[src/keep_one_in_n_defs.svh]
// Widths, settings register addresses and reset values for the keep-one-in-N decimator
// Included by the package and by any module that decodes the settings bus
`ifndef KEEP_ONE_IN_N_DEFS_SVH
`define KEEP_ONE_IN_N_DEFS_SVH

// Sample word width
`define KOIN_DATA_W 32

// Decimation factor and counter width
`define KOIN_CNT_W 16

// Settings bus
`define KOIN_SET_ADDR_W 8
`define KOIN_SET_DATA_W 32

// Register addresses on the settings bus
`define KOIN_SR_N           129
`define KOIN_SR_VECTOR_MODE 130

// Start in vector mode with N = 1, i.e. pass everything
`define KOIN_N_RESET           1
`define KOIN_VECTOR_MODE_RESET 1

`endif

[src/keep_one_in_n_pkg.sv]
// Shared types of the keep-one-in-N decimator
// Modules pull these in with a wildcard import in their header
`default_nettype none

`include "keep_one_in_n_defs.svh"

package keep_one_in_n_pkg;

  ////////////////////////////////////////////////////////////
  // Scalar widths
  ////////////////////////////////////////////////////////////
  typedef logic [`KOIN_DATA_W-1:0]     data_t;
  typedef logic [`KOIN_CNT_W-1:0]      count_t;
  typedef logic [`KOIN_SET_ADDR_W-1:0] set_addr_t;
  typedef logic [`KOIN_SET_DATA_W-1:0] set_data_t;

  ////////////////////////////////////////////////////////////
  // Grouped signals
  ////////////////////////////////////////////////////////////
  // One stream beat
  typedef struct packed {
    data_t data;
    logic  last;
  } beat_t;

  // One settings write
  typedef struct packed {
    logic      stb;
    set_addr_t addr;
    set_data_t data;
  } set_bus_t;

  // Active configuration
  typedef struct packed {
    count_t n;
    logic   vector_mode;
  } keep_cfg_t;

  // Per-beat decision of a selector
  typedef struct packed {
    logic keep;
    logic last;
  } sel_t;

endpackage

`default_nettype wire

[src/keep_one_in_n_settings.sv]
// Settings registers of the decimator: N and the vector mode flag
// Written from the strobe/address/data settings bus, active from the next cycle
`timescale 1ns/1ps
`default_nettype none

`include "keep_one_in_n_defs.svh"

module keep_one_in_n_settings
  import keep_one_in_n_pkg::*;
(
  input  wire       ce_clk,
  input  wire       i_arst_n,
  input  set_bus_t  i_set,
  output keep_cfg_t o_cfg
);

  ////////////////////////////////////////////////////////////
  // Address decode
  ////////////////////////////////////////////////////////////
  logic   wr_n;
  logic   wr_mode;
  count_t wr_n_val;

  assign wr_n    = i_set.stb && (i_set.addr == set_addr_t'(`KOIN_SR_N));
  assign wr_mode = i_set.stb && (i_set.addr == set_addr_t'(`KOIN_SR_VECTOR_MODE));

  // A zero decimation factor makes no sense, treat it as 1
  always_comb begin
    wr_n_val = i_set.data[`KOIN_CNT_W-1:0];
    if (wr_n_val == '0) begin
      wr_n_val = count_t'(1);
    end
  end

  ////////////////////////////////////////////////////////////
  // Registers
  ////////////////////////////////////////////////////////////
  count_t n_q;
  logic   vector_mode_q;

  always_ff @(posedge ce_clk or negedge i_arst_n) begin
    if (!i_arst_n) begin
      n_q           <= count_t'(`KOIN_N_RESET);
      vector_mode_q <= 1'(`KOIN_VECTOR_MODE_RESET);
    end else begin
      if (wr_n) begin
        n_q <= wr_n_val;
      end
      if (wr_mode) begin
        vector_mode_q <= i_set.data[0];
      end
    end
  end

  assign o_cfg.n           = n_q;
  assign o_cfg.vector_mode = vector_mode_q;

  // N must never reach the selectors as zero, from reset or from a write
  a_n_nonzero : assert property (@(posedge ce_clk) disable iff (!i_arst_n)
    o_cfg.n != '0);

endmodule

`default_nettype wire

[src/keep_one_in_n_top.sv]
// Top level of the keep-one-in-N stream decimator in the ce_clk domain
// Settings registers feed both selectors and the gate; i_clear restarts the counts
`timescale 1ns/1ps
`default_nettype none

module keep_one_in_n_top
  import keep_one_in_n_pkg::*;
(
  input  wire      ce_clk,
  input  wire      i_arst_n,
  input  wire      i_clear,
  // Settings bus
  input  set_bus_t i_set,
  // Input stream
  input  beat_t    i_beat,
  input  wire      i_tvalid,
  output logic     o_tready,
  // Output stream
  output beat_t    o_beat,
  output logic     o_tvalid,
  input  wire      i_tready
);

  keep_cfg_t cfg;
  logic      accept;
  logic      in_last;
  sel_t      sample_sel;
  sel_t      vector_sel;

  ////////////////////////////////////////////////////////////
  // Settings
  ////////////////////////////////////////////////////////////
  keep_one_in_n_settings settings_i (
    .ce_clk   (ce_clk),
    .i_arst_n (i_arst_n),
    .i_set    (i_set),
    .o_cfg    (cfg)
  );

  ////////////////////////////////////////////////////////////
  // Selectors, both watching the same accepted beats
  ////////////////////////////////////////////////////////////
  keep_sample_sel sample_sel_i (
    .ce_clk   (ce_clk),
    .i_arst_n (i_arst_n),
    .i_clear  (i_clear),
    .i_accept (accept),
    .i_last   (in_last),
    .i_cfg    (cfg),
    .o_sel    (sample_sel)
  );

  keep_vector_sel vector_sel_i (
    .ce_clk   (ce_clk),
    .i_arst_n (i_arst_n),
    .i_clear  (i_clear),
    .i_accept (accept),
    .i_last   (in_last),
    .i_cfg    (cfg),
    .o_sel    (vector_sel)
  );

  ////////////////////////////////////////////////////////////
  // Gate and output register
  ////////////////////////////////////////////////////////////
  keep_stream_gate stream_gate_i (
    .ce_clk       (ce_clk),
    .i_arst_n     (i_arst_n),
    .i_beat       (i_beat),
    .i_tvalid     (i_tvalid),
    .o_tready_in  (o_tready),
    .i_cfg        (cfg),
    .i_sample_sel (sample_sel),
    .i_vector_sel (vector_sel),
    .o_accept     (accept),
    .o_in_last    (in_last),
    .o_beat       (o_beat),
    .o_tvalid     (o_tvalid),
    .i_tready_out (i_tready)
  );

endmodule

`default_nettype wire

[src/keep_sample_sel.sv]
// Sample mode selector: keeps every Nth accepted beat regardless of packets
// Also counts input packets so that only every Nth input last ends an output packet
`timescale 1ns/1ps
`default_nettype none

module keep_sample_sel
  import keep_one_in_n_pkg::*;
(
  input  wire       ce_clk,
  input  wire       i_arst_n,
  input  wire       i_clear,
  input  wire       i_accept,
  input  wire       i_last,
  input  keep_cfg_t i_cfg,
  output sel_t      o_sel
);

  count_t sample_cnt;
  count_t pkt_cnt;
  count_t n_last;
  logic   sample_wrap;
  logic   pkt_wrap;

  assign n_last = i_cfg.n - count_t'(1);

  // Wrap on >= so a counter left above a newly shrunk N still returns to 0
  assign sample_wrap = (sample_cnt >= n_last);
  assign pkt_wrap    = (pkt_cnt >= n_last);

  ////////////////////////////////////////////////////////////
  // Counters
  ////////////////////////////////////////////////////////////
  always_ff @(posedge ce_clk or negedge i_arst_n) begin
    if (!i_arst_n) begin
      sample_cnt <= '0;
      pkt_cnt    <= '0;
    end else if (i_clear) begin
      sample_cnt <= '0;
      pkt_cnt    <= '0;
    end else if (i_accept) begin
      sample_cnt <= sample_wrap ? '0 : sample_cnt + count_t'(1);
      // Packet count moves only on the closing beat of an input packet
      if (i_last) begin
        pkt_cnt <= pkt_wrap ? '0 : pkt_cnt + count_t'(1);
      end
    end
  end

  ////////////////////////////////////////////////////////////
  // Decision for the current beat
  ////////////////////////////////////////////////////////////
  assign o_sel.keep = (sample_cnt == n_last);
  assign o_sel.last = i_last && (pkt_cnt == n_last);

  // Counters that start inside the range stay inside it while N holds
  a_cnt_in_range : assert property (@(posedge ce_clk) disable iff (!i_arst_n)
    ($stable(i_cfg.n) && (sample_cnt < i_cfg.n) && (pkt_cnt < i_cfg.n))
    |=> ((sample_cnt < $past(i_cfg.n)) && (pkt_cnt < $past(i_cfg.n))));

endmodule

`default_nettype wire

[src/keep_stream_gate.sv]
// Stream gate: valid/ready handshake, mode select between the two selectors
// and a single output register that holds its beat under back-pressure
`timescale 1ns/1ps
`default_nettype none

module keep_stream_gate
  import keep_one_in_n_pkg::*;
(
  input  wire       ce_clk,
  input  wire       i_arst_n,
  // Input stream
  input  beat_t     i_beat,
  input  wire       i_tvalid,
  output logic      o_tready_in,
  // Configuration and selector decisions
  input  keep_cfg_t i_cfg,
  input  sel_t      i_sample_sel,
  input  sel_t      i_vector_sel,
  output logic      o_accept,
  output logic      o_in_last,
  // Output stream
  output beat_t     o_beat,
  output logic      o_tvalid,
  input  wire       i_tready_out
);

  ////////////////////////////////////////////////////////////
  // Handshake and decision
  ////////////////////////////////////////////////////////////
  sel_t  sel_pick;
  logic  load;
  logic  out_valid_q;
  beat_t out_beat_q;

  // Room when empty or when the current beat leaves this cycle
  assign o_tready_in = !out_valid_q || i_tready_out;
  assign o_accept    = i_tvalid && o_tready_in;
  assign o_in_last   = i_beat.last;

  assign sel_pick = i_cfg.vector_mode ? i_vector_sel : i_sample_sel;

  // Dropped beats are accepted too, they just never load
  assign load = o_accept && sel_pick.keep;

  ////////////////////////////////////////////////////////////
  // Output register
  ////////////////////////////////////////////////////////////
  always_ff @(posedge ce_clk or negedge i_arst_n) begin
    if (!i_arst_n) begin
      out_valid_q <= 1'b0;
    end else if (load) begin
      out_valid_q <= 1'b1;
    end else if (i_tready_out) begin
      out_valid_q <= 1'b0;
    end
  end

  always_ff @(posedge ce_clk) begin
    if (load) begin
      out_beat_q.data <= i_beat.data;
      out_beat_q.last <= sel_pick.last;
    end
  end

  assign o_beat   = out_beat_q;
  assign o_tvalid = out_valid_q;

  // Held beat must not change until downstream takes it
  a_hold_stable : assert property (@(posedge ce_clk) disable iff (!i_arst_n)
    (o_tvalid && !i_tready_out) |=> (o_tvalid && $stable(o_beat)));

endmodule

`default_nettype wire

[src/keep_vector_sel.sv]
// Vector mode selector: keeps every beat of each Nth whole packet
// The packet's own last flag passes through unchanged
`timescale 1ns/1ps
`default_nettype none

module keep_vector_sel
  import keep_one_in_n_pkg::*;
(
  input  wire       ce_clk,
  input  wire       i_arst_n,
  input  wire       i_clear,
  input  wire       i_accept,
  input  wire       i_last,
  input  keep_cfg_t i_cfg,
  output sel_t      o_sel
);

  count_t pkt_cnt;
  count_t n_last;
  logic   pkt_wrap;

  assign n_last   = i_cfg.n - count_t'(1);
  assign pkt_wrap = (pkt_cnt >= n_last);

  ////////////////////////////////////////////////////////////
  // Packet counter
  ////////////////////////////////////////////////////////////
  always_ff @(posedge ce_clk or negedge i_arst_n) begin
    if (!i_arst_n) begin
      pkt_cnt <= '0;
    end else if (i_clear) begin
      pkt_cnt <= '0;
    end else if (i_accept && i_last) begin
      pkt_cnt <= pkt_wrap ? '0 : pkt_cnt + count_t'(1);
    end
  end

  // Whole packet N-1 goes through, everything else is dropped
  assign o_sel.keep = (pkt_cnt == n_last);
  assign o_sel.last = i_last;

endmodule

`default_nettype wire

[config.mk]
export PLATFORM = sky130hd
export DESIGN_NAME = keep_one_in_n_top
export DESIGN_NICKNAME = d
export VERILOG_FILES = /design/src/keep_one_in_n_pkg.sv /design/src/keep_one_in_n_settings.sv /design/src/keep_one_in_n_top.sv /design/src/keep_sample_sel.sv /design/src/keep_stream_gate.sv /design/src/keep_vector_sel.sv
export VERILOG_INCLUDE_DIRS = /design/src
export SDC_FILE = /design/constraint.sdc
export NUM_CORES = 1
export LEC_CHECK = 0
export ABC_AREA = 0
export BUFFER_PORTS_ARGS = -buffer_cell sky130_fd_sc_hd__buf_2
export CORE_MARGIN = 2
export CORE_UTILIZATION = 35
export CTS_CLUSTER_DIAMETER = 40
export DETAILED_ROUTE_END_ITERATION = 8
export MAX_ROUTING_LAYER = met4
export SLEW_MARGIN = 5
export SYNTH_ARGS = -nofsm -noshare
export SYNTH_HDL_FRONTEND = slang
export SYNTH_SLANG_ARGS = --single-unit
[constraint.sdc]
create_clock -name ce_clk -period 5.55 [get_ports ce_clk]
set_input_delay 0.8325 -clock ce_clk [delete_from_list [all_inputs] [get_ports ce_clk]]
set_output_delay 0.8325 -clock ce_clk [all_outputs]
set_load 0.005 [all_outputs]
# ---- Yosys cells after proc, flatten, opt, wreduce, memory -nomap -nowiden
# Index checks and enable logic that the tools add are counted.
dict set report op_classes {
  n_reduce_logical 14
  n_eq_ne 5
  add_sub_neg 4
  muxes 14
  order_cmp 3
}
# op count
set op_table {}
lappend op_table {{two-way mux 16 bit} 11}
lappend op_table {{adder 16 x 1 -> 16 bit, second input constant} 3}
lappend op_table {{equality test 16 bit} 3}
lappend op_table {{>= comparator 16 bit} 3}
lappend op_table {{equality test 8 bit, second input constant} 2}
lappend op_table {{zero test 16 bit} 1}
lappend op_table {{subtractor 16 x 1 -> 16 bit, second input constant} 1}
lappend op_table {{nonzero test 2 bit} 4}
lappend op_table {{logical AND 1 bit} 6}
lappend op_table {{two-way mux 1 bit} 2}
lappend op_table {{two-way mux 2 bit} 1}
lappend op_table {{AND reduction 2 bit} 1}
lappend op_table {{zero test 1 bit} 1}
lappend op_table {{logical OR 1 bit} 1}
dict set report totals {
  elab_cells 48
  inputBits 79
  ff_bits 99
  out_inout_bits 35
}

# ---- Depth between registers and ports, before layout
# Gate-level depths: netlist of the first run.
dict set report logic_depth {
  depth_word 6
  mapped_depth 15
  ltp_nobuf 14
}

# ---- Hierarchy
# Synthesis of the first run repeated with hierarchy kept, for this count alone.
dict set report unflattened {
  cells_unflattened 615
  hier_area_um2 6384.9
}
# module seq_area_each_um2 cells_each area_each_um2 instances
set by_module_without_submodules {}
lappend by_module_without_submodules {keep_sample_sel 800.8 347 2985.4 1}
lappend by_module_without_submodules {keep_vector_sel 400.4 181 1555.2 1}
lappend by_module_without_submodules {keep_stream_gate 1016.0 42 1078.5 1}
lappend by_module_without_submodules {keep_one_in_n_settings 427.9 45 765.7 1}

# ---- Worst setup path after synthesis of the first run
# Ideal clock, no wire load.
dict set report synth_timing {
  path_kind {register to register}
  from {register settings_i.n_q[0]}
  to {register stream_gate_i.out_beat_q, in the netlist stream_gate_i.o_beat[0] (enable)}
  required_ps 5157
  arrival_ps 3910
  setup_slack_ps 1246
  setup_time_ps 393
  synth_period_minus_slack_ps 4304
  path_stages_with_launch 13
  n_path_buf 0
  cell_sequence {dfstp_2 -> inv_1 -> ha_1 -> or4b_4 -> or4_1 -> nor4_1 -> xnor2_1 -> ha_1 -> and4_1 -> nand3_1 -> nor3b_1 -> o2bb2ai_1 -> and2_1}
}
dict set report synth_between {
  elab_chain_len 4
  word_cells_on_any_way 5
  cone_classes {1 x add/sub; 2 x eq/ne; 1 x mux; 1 x reduce/logical}
}
# item line
set synth_lines {}
lappend synth_lines {{start, declared} keep_one_in_n_settings.sv:38} ;# count_t n_q;
lappend synth_lines {{start signal, assigned} keep_one_in_n_settings.sv:43} ;# n_q <= count_t'(`KOIN_N_RESET);
lappend synth_lines {{start signal, assigned} keep_one_in_n_settings.sv:47} ;# n_q <= wr_n_val;
lappend synth_lines {{subtractor 16 x 1 -> 16 bit *} {keep_sample_sel.sv:24, keep_vector_sel.sv:22}}
lappend synth_lines {{equality test 16 bit (on tied branches)} {keep_sample_sel.sv:52, keep_vector_sel.sv:39}}
lappend synth_lines {{two-way mux 2 bit *} keep_stream_gate.sv:40} ;# assign sel_pick = i_cfg.vector_mode ? i_vector_sel : i_sample_sel;
lappend synth_lines {{logical AND 1 bit *} keep_stream_gate.sv:43} ;# assign load = o_accept && sel_pick.keep;
lappend synth_lines {{net stream_gate_i.load} keep_stream_gate.sv:31} ;# logic load;
lappend synth_lines {{end, declared} keep_stream_gate.sv:33} ;# beat_t out_beat_q;
# Mark *: on every way through the listed nets, which the timed path passes. The rest lies on a longest branch.
# A chain may end at the register's enable or synchronous reset.

# ---- Worst setup path after layout of the first run
dict set report layout_timing {
  from {register settings_i.n_q[0]}
  to {register stream_gate_i.out_beat_q, in the netlist stream_gate_i.o_beat[10] (enable)}
}
# Same word-level chain as after synthesis.

==> flow_summary_export.csv, run 1 <==
group,metric,value,unit
clock_network,postCtsSetupRepairBufs,0,
setup_path,worst_setup_path_end_kind,"flop",
finish,layout-drive-gt1-share,22.16,%
setup_path,worst_ep_arrival_time,4.51,ns
setup_path,critical_path.reg2reg.startpoint,"settings_i.n_q[0]",
global_routing,grt_first_pass_wirelength,23.20,mm
hold_path,min_path_cells,1,
setup_path,crit_path_start_kind,"flop",
clock_network,clock_latency_late_sink,0.36,ns
logic_synthesis,synthesis.yosys.warnings,0,
setup_path,criticalPathCategory,"reg2reg",
drt,detail_route.drc_violations,0,
global_routing,overflow_after_grt,0,
logic_synthesis,synth_enable_flop_cells,33,
floorplanning,boundaryPins,114,
power,cellLeakagePower,3.235,nW
clock_network,max-clock-path-buffers,2,
hold_path,hold_path_startpoint,"vector_sel_i.pkt_cnt[15]",
logic_synthesis,postSynth.asyncResetShare,66.67,%
hold_path,worstHoldPathType,"reg2reg",
sta,relSlewSlack,41.75,%
sta,final.setup.tns,0,ns
global_routing,grt_max_degree,67,
power,p_clk_share,35.1,%
power,power.switching,0.5790,mW
sta,highest_clock_frequency_the_design_can_meet,223.0,MHz
global_routing,initial_antenna_violation_count,0,
power,power_density,261.4,nW/um^2
setup_path,timing.critical_path.required,5.58,ns
logic_synthesis,syn-instance-count,593,
clock_network,clock_tree_root,"sky130_fd_sc_hd__clkbuf_16",
place,gp_routability_congestion,0.8529,
finish,final_common_cell,"sky130_fd_sc_hd__buf_2",
clock_network,postCtsHoldBufs,0,
power,peakVddDrop,0.0002529,V
clock_network,tritoncts,"built",
sta,finalHoldViolations,0,
drt,vias,4982,
floorplanning,starting_utilization_of_the_core_area,35.50,%
logic_synthesis,synthFlopType,"sky130_fd_sc_hd__dfrtp_1",
global_routing,globalRouteTotalUtil,16.48,%
place,place_hpwl,10.57,mm
floorplanning,die_w,135.8,um
place,io_buffers,97,
power,gate_power_share,19.7,%
logic_synthesis,netlist.area_leader.share,26.36,%
clock_network,htree_levels,3,
setup_path,worstRegToRegCells,13,
clock_network,cts_made_buffers,9,
logic_synthesis,post_synth_instance_area,6076,um^2
drt,drt.antenna.violating_nets,0,
clock_network,cts_num_sinks,99,
sta,minimum_clock_period_after_layout,4.484,ns
drt,post_drt_via_cell_ratio,5.469,
logic_synthesis,synth_seq_area_share,43.53,%
sta,drv_slew,0,
finish,num_antenna_cells,0,
setup_path,worstSetupStartpoint,"settings_i.n_q[0]",
clock_network,number_of_instances_resized_during_post_cts_repair,0,
floorplanning,die_area,18430,um^2
finish,nFillCells,1677,
power,power.sequential.fraction,45.3,%
drt,detail_route.wl_per_cell,15.86,um
finish,area_delta_synth_final,16.64,%
floorplanning,die-height,135.8,um
drt,drt_wl_total,14.44,mm
logic_synthesis,synthesized_netlist_net_count,718,
clock_network,clk_pin_slew,0.08,ns
drt,drtPass1Iterations,5,
logic_synthesis,netlist-cell-type-count,63,
drt,first_iter_violations,400,
finish,finish.net_count,806,
setup_path,r2r-end,"stream_gate_i.o_beat[10]",
sta,timing.clock.skew,0.007733,ns
global_routing,grt_pass1_vias,4701,
sta,layout_worst_path_cycle_share,80.79,%
setup_path,reg2reg_slack,1.07,ns
floorplanning,fp-row-count,48,
floorplanning,core-area,17120,um^2
finish,mostFrequentLayoutCells,"sky130_fd_sc_hd__buf_2, sky130_fd_sc_hd__nand2_1, sky130_fd_sc_hd__dfrtp_1, sky130_fd_sc_hd__ha_1, sky130_fd_sc_hd__nor2_1",
sta,rsz_0062_raised_after_global_routing,"no",
run,cap_viol_max_count,0,
sta,finalSetupViolCount,0,
power,intPower,1.274,mW
hold_path,hold_path_end,"vector_sel_i.pkt_cnt[15]",
logic_synthesis,postSynthAreaPerCell,10.25,um^2
outcome,run_status,"finished clean",
sta,tightest_slew,0.8717,ns
logic_synthesis,synthDominantAreaCellType,"sky130_fd_sc_hd__dfrtp_1",
place,cell_area_reported_after_detailed_placement,6770,um^2
logic_synthesis,ys_ff_latch,99,
logic_synthesis,synth_area_leaders,"sky130_fd_sc_hd__dfrtp_1, sky130_fd_sc_hd__edfxtp_1, sky130_fd_sc_hd__ha_1",
power,switching_share,31.25,%
finish,final_cell_area,7087,um^2
setup_path,cp_max_fo,33,
-- layer usage --
| layer | vias to the layer above | track usage, % | part of all wire (%) |
|---|---|---|---|
| li1 | 2392 | - | - |
| met4 | 0 | 5.035 | 2.2 |
| met5 | - | - | 0 |
| met3 | 24 | 3.479 | 5.5 |
| met2 | 152 | 26.23 | 45 |
| met1 | 2414 | 21.19 | 47 |
-- worst max-delay path, cell delays in order, from the launching register on --
cell and delay, ns:
sky130_fd_sc_hd__dfstp_2 0.38, sky130_fd_sc_hd__inv_1 0.21, sky130_fd_sc_hd__ha_1 0.25, sky130_fd_sc_hd__or4b_4 0.51
sky130_fd_sc_hd__or4_1 0.53, sky130_fd_sc_hd__nor4_1 0.27, sky130_fd_sc_hd__xnor2_1 0.22, sky130_fd_sc_hd__ha_1 0.34
sky130_fd_sc_hd__and4_1 0.23, sky130_fd_sc_hd__nand3_1 0.10, sky130_fd_sc_hd__nor3b_1 0.35, sky130_fd_sc_hd__o2bb2ai_1 0.23
sky130_fd_sc_hd__and2_1 0.17, sky130_fd_sc_hd__buf_4 0.35
-- metrics by stage --
step	utilization (%)	worst slack, ns	hold slack (ns)	total power, mW	cells
floorplan	-	1.246	0.4955	1.082	593
CTS	41.40	1.054	0.5461	1.877	911
global route	41.40	0.7575	0.5647	1.950	911
detailed placement	39.55	1.077	0.5279	1.218	895
global placement	39.55	1.184	0.5210	1.205	895
finish	41.40	1.066	0.5461	1.853	911
-- registers in the layout (all words and copies together) (netlist names) --
| signal | count |
|---|---|
| sample_sel_i.pkt_cnt | 16 |
| sample_sel_i.sample_cnt | 16 |
| settings_i.n_q | 16 |
| settings_i.vector_mode_q | 1 |
| stream_gate_i.o_beat | 33 |
| stream_gate_i.o_tvalid | 1 |
| vector_sel_i.pkt_cnt | 16 |
-- power groups by stage --
stage	clock network, mW	logic, mW	registers, mW
final	0.650	0.365	0.839
after global routing	0.700	0.406	0.843
after global placement	0	0.353	0.852
after CTS	0.673	0.366	0.839
after floorplan	0	0.227	0.854
after detailed placement	0	0.364	0.854
-- cell type report --
cell class	instances	area, um^2	area share, %
clock inverter	7	91.34	1.289
multi-input combinational	457	3272	46.17
clock buffer	9	225.2	3.178
inverter	11	41.29	0.5826
sequential	99	2645	37.32
timing repair buffer	103	530.5	7.486
tap	225	281.5	3.972
-- worst max path at each step --
stage / end / slack, ns / cells after the start
3_5_place_dp: stream_gate_i.o_beat[3] / 1.08 / 13
2_1_floorplan: stream_gate_i.o_beat[0] / 1.25 / 12
3_3_place_gp: stream_gate_i.o_beat[20] / 1.18 / 13
4_1_cts: stream_gate_i.o_beat[24] / 1.05 / 13
6_report: stream_gate_i.o_beat[10] / 1.07 / 13
5_1_grt: stream_gate_i.o_beat[23] / 0.76 / 13
-- kinds of logic (layout without fill, tap and decap cells) --
family	count (synthesis)	in the layout	synth area share (%)
AO/OA/AOI/OAI	110	110	13.41
XOR/XNOR	29	29	5.540
adder cells (fa/ha/maj)	46	46	9.473
buffers and inverters	37	130	2.780
flip-flops	99	99	43.53
multiplexers	24	24	4.325
AND/OR/NAND/NOR	248	248	20.94
-- Yosys cell counts, types with 3 or more instances --
library cell                count
sky130_fd_sc_hd__o31a_1         3
sky130_fd_sc_hd__mux2_2        18
sky130_fd_sc_hd__nor4_1        19
sky130_fd_sc_hd__dfrtp_1       64
sky130_fd_sc_hd__a21o_1        26
sky130_fd_sc_hd__and2_1         4
sky130_fd_sc_hd__mux2i_1        6
sky130_fd_sc_hd__buf_2          5
sky130_fd_sc_hd__o21ai_0       13
sky130_fd_sc_hd__edfxtp_1      33
sky130_fd_sc_hd__nand4_1       18
sky130_fd_sc_hd__or4_1          4
sky130_fd_sc_hd__nor2_1        36
sky130_fd_sc_hd__xnor3_1        6
sky130_fd_sc_hd__xor2_1         8
sky130_fd_sc_hd__nand2_1       68
sky130_fd_sc_hd__clkbuf_1      13
sky130_fd_sc_hd__o2111ai_1      5
sky130_fd_sc_hd__a22oi_1        5
sky130_fd_sc_hd__a41oi_1        3
sky130_fd_sc_hd__and3_1        18
sky130_fd_sc_hd__a21oi_1       13
sky130_fd_sc_hd__ha_1          46
sky130_fd_sc_hd__nor2b_1        9
sky130_fd_sc_hd__nand2b_1      15
sky130_fd_sc_hd__nand3_1       31
sky130_fd_sc_hd__o31ai_1        4
sky130_fd_sc_hd__buf_4          4
sky130_fd_sc_hd__xnor2_1       15
sky130_fd_sc_hd__nor3_1        14
sky130_fd_sc_hd__inv_1         11
sky130_fd_sc_hd__a31oi_1        7
sky130_fd_sc_hd__a211oi_1      11
sky130_fd_sc_hd__o21a_1         3
(Power assumes the default switching activity.)
==> run 2, diff against run 1 <==
==> constraint.sdc (replaced) <==
create_clock -name ce_clk -period 4.5 [get_ports ce_clk]
set_input_delay 0.675 -clock ce_clk [delete_from_list [all_inputs] [get_ports ce_clk]]
set_output_delay 0.675 -clock ce_clk [all_outputs]
set_load 0.005 [all_outputs]
==> flow_summary_export.csv, run 2 (synthesis gave the netlist of run 1 again) <==
group,metric,value,unit
setup_path,timing.critical_path.required,4.73,ns
setup_path,worstSetupStartpoint,"settings_i.n_q[1]",
finish,num_antenna_cells,0,
power,cellLeakagePower,3.248,nW
finish,final_common_cell,"sky130_fd_sc_hd__buf_2",
clock_network,tritoncts,"built",
sta,tightest_slew,0.8733,ns
floorplanning,fp-row-count,48,
drt,first_iter_violations,411,
drt,vias,4969,
drt,drt.antenna.violating_nets,0,
setup_path,worst_setup_path_end_kind,"flop",
global_routing,grt_max_degree,35,
setup_path,criticalPathCategory,"reg2reg",
clock_network,cts_made_buffers,9,
finish,mostFrequentLayoutCells,"sky130_fd_sc_hd__buf_2, sky130_fd_sc_hd__nand2_1, sky130_fd_sc_hd__dfrtp_1, sky130_fd_sc_hd__ha_1, sky130_fd_sc_hd__nor2_1",
drt,post_drt_via_cell_ratio,5.437,
sta,drv_slew,0,
finish,nFillCells,1665,
clock_network,htree_levels,3,
sta,highest_clock_frequency_the_design_can_meet,242.0,MHz
drt,detail_route.wl_per_cell,16.15,um
setup_path,r2r-end,"sample_sel_i.sample_cnt[12]",
floorplanning,starting_utilization_of_the_core_area,35.50,%
floorplanning,die_area,18430,um^2
sta,minimum_clock_period_after_layout,4.132,ns
sta,finalHoldViolations,0,
setup_path,reg2reg_slack,0.37,ns
finish,final_cell_area,7104,um^2
drt,detail_route.drc_violations,0,
place,place_hpwl,10.95,mm
setup_path,worstRegToRegCells,14,
setup_path,cp_slowest_cell,"sky130_fd_sc_hd__a2111oi_0",
floorplanning,core-area,17120,um^2
setup_path,crit_path_start_kind,"flop",
sta,rsz_0062_raised_after_global_routing,"no",
hold_path,worstHoldPathType,"in2async",
drt,drtPass1Iterations,4,
finish,layout-drive-gt1-share,22.64,%
finish,area_delta_synth_final,16.93,%
clock_network,clock_latency_late_sink,0.36,ns
place,worst_slack_at_placement,0.2856,ns
sta,final.setup.tns,0,ns
setup_path,critical_path.cell_chain,"inv_1, ha_1, or4b_4, or4_1, nor4_1, xnor2_1, ha_1, and4_1, nand2_1, a2111oi_0, a211oi_2, buf_4, a22oi_1, nor2_1",
sta,relSlewSlack,41.64,%
global_routing,initial_antenna_violation_count,0,
sta,timing.clock.skew,0.009392,ns
setup_path,crit_top_cell,"sky130_fd_sc_hd__ha_1",
place,cell_area_reported_after_detailed_placement,6805,um^2
setup_path,cp_max_fo,22,
place,io_buffers,97,
place,gp_routability_congestion,0.8547,
sta,fin_hold_ws,0.3813,ns
sta,layout_worst_path_cycle_share,91.83,%
clock_network,cts_num_sinks,99,
global_routing,grt_pass1_vias,4752,
drt,drt_wl_total,14.77,mm
global_routing,grt_first_pass_wirelength,23.85,mm
global_routing,overflow_after_grt,0,
setup_path,critical-path-max-stage-delay,0.56,ns
finish,finish.net_count,809,
sta,timing.final.ws_setup,0.3676,ns
setup_path,critical_path.reg2reg.startpoint,"settings_i.n_q[1]",
outcome,run_status,"finished clean",
clock_network,postCtsHoldBufs,0,
floorplanning,die_w,135.8,um
power,peakVddDrop,0.0001809,V
clock_network,clk_pin_slew,0.07,ns
power,power_density,318.9,nW/um^2
clock_network,max-clock-path-buffers,2,
finish,largest_register_ff_count,33,
clock_network,clock_tree_root,"sky130_fd_sc_hd__clkbuf_16",
floorplanning,boundaryPins,114,
global_routing,globalRouteTotalUtil,17.03,%
setup_path,worst_ep_arrival_time,4.36,ns
floorplanning,die-height,135.8,um
run,cap_viol_max_count,0,
sta,finalSetupViolCount,0,
-- run 2: power breakdown --
| part | leakage [nW] | switching [mW] | total (mW) | internal [mW] |
|---|---|---|---|---|
| registers | 1.21 | 0.0289 | 1.03 | 1.00 |
| clock network | 0.143 | 0.381 | 0.771 | 0.391 |
| logic | 1.89 | 0.287 | 0.461 | 0.174 |
-- run 2: area by class of cell --
class,count,area (um^2),share of cell area (%)
flip-flops and latches,99,2645,37.23
multi-input cells,457,3277,46.13
repair buffers,106,565.5,7.961
clock buffers,9,225.2,3.170
inverters,11,41.29,0.5812
clock inverters,7,68.82,0.9687
well taps,225,281.5,3.963
-- run 2: per-layer routing --
layer / up-vias / routed length, um / GRT usage, % / part of all wire, %
met5: - / 0 / - / 0
met4: 0 / 195 / 5.440 / 1.3
met3: 13 / 902 / 3.404 / 6.1
met2: 155 / 6964 / 26.57 / 47
met1: 2388 / 6703 / 22.34 / 45
li1: 2413 / - / - / -
-- run 2: how the worst max path moves through the flow --
stage | endpoint | cells past startpoint | slack, ns
4_1_cts | stream_gate_i.o_beat[20] | 13 | 0.27
3_3_place_gp | stream_gate_i.o_beat[20] | 13 | 0.44
5_1_grt | sample_sel_i.sample_cnt[12] | 14 | 0.06
2_1_floorplan | stream_gate_i.o_beat[0] | 12 | 0.20
3_5_place_dp | stream_gate_i.o_beat[3] | 13 | 0.29
6_report | sample_sel_i.sample_cnt[12] | 14 | 0.37
-- run 2: timing repair --
item | CTS | global route
setup endpoints to repair | 0 | 33
hold endpoints to repair | 0 | 0
buffers inserted | 0 | 0
resized for setup | 0 | 1
-- run 2: through the flow --
stage | power, mW | util [%] | std cells
CTS | 2.294 | 41.48 | 914
global route | 2.387 | 41.51 | 914
finish | 2.265 | 41.51 | 914
floorplan | 1.334 | - | 593
detailed placement | 1.511 | 39.76 | 898
global placement | 1.493 | 39.76 | 898
-- run 2: worst max-delay path, delay by kind of cell, from the launching register on --
| kind | cells | cell delay [ns] |
|---|---|---|
| adder cells (fa/ha/maj) | 2 | 0.54 |
| XOR/XNOR | 1 | 0.23 |
| buffers and inverters | 2 | 0.31 |
| flip-flops | 1 | 0.42 |
| AO/OA/AOI/OAI | 3 | 0.83 |
| AND/OR/NAND/NOR | 6 | 1.67 |
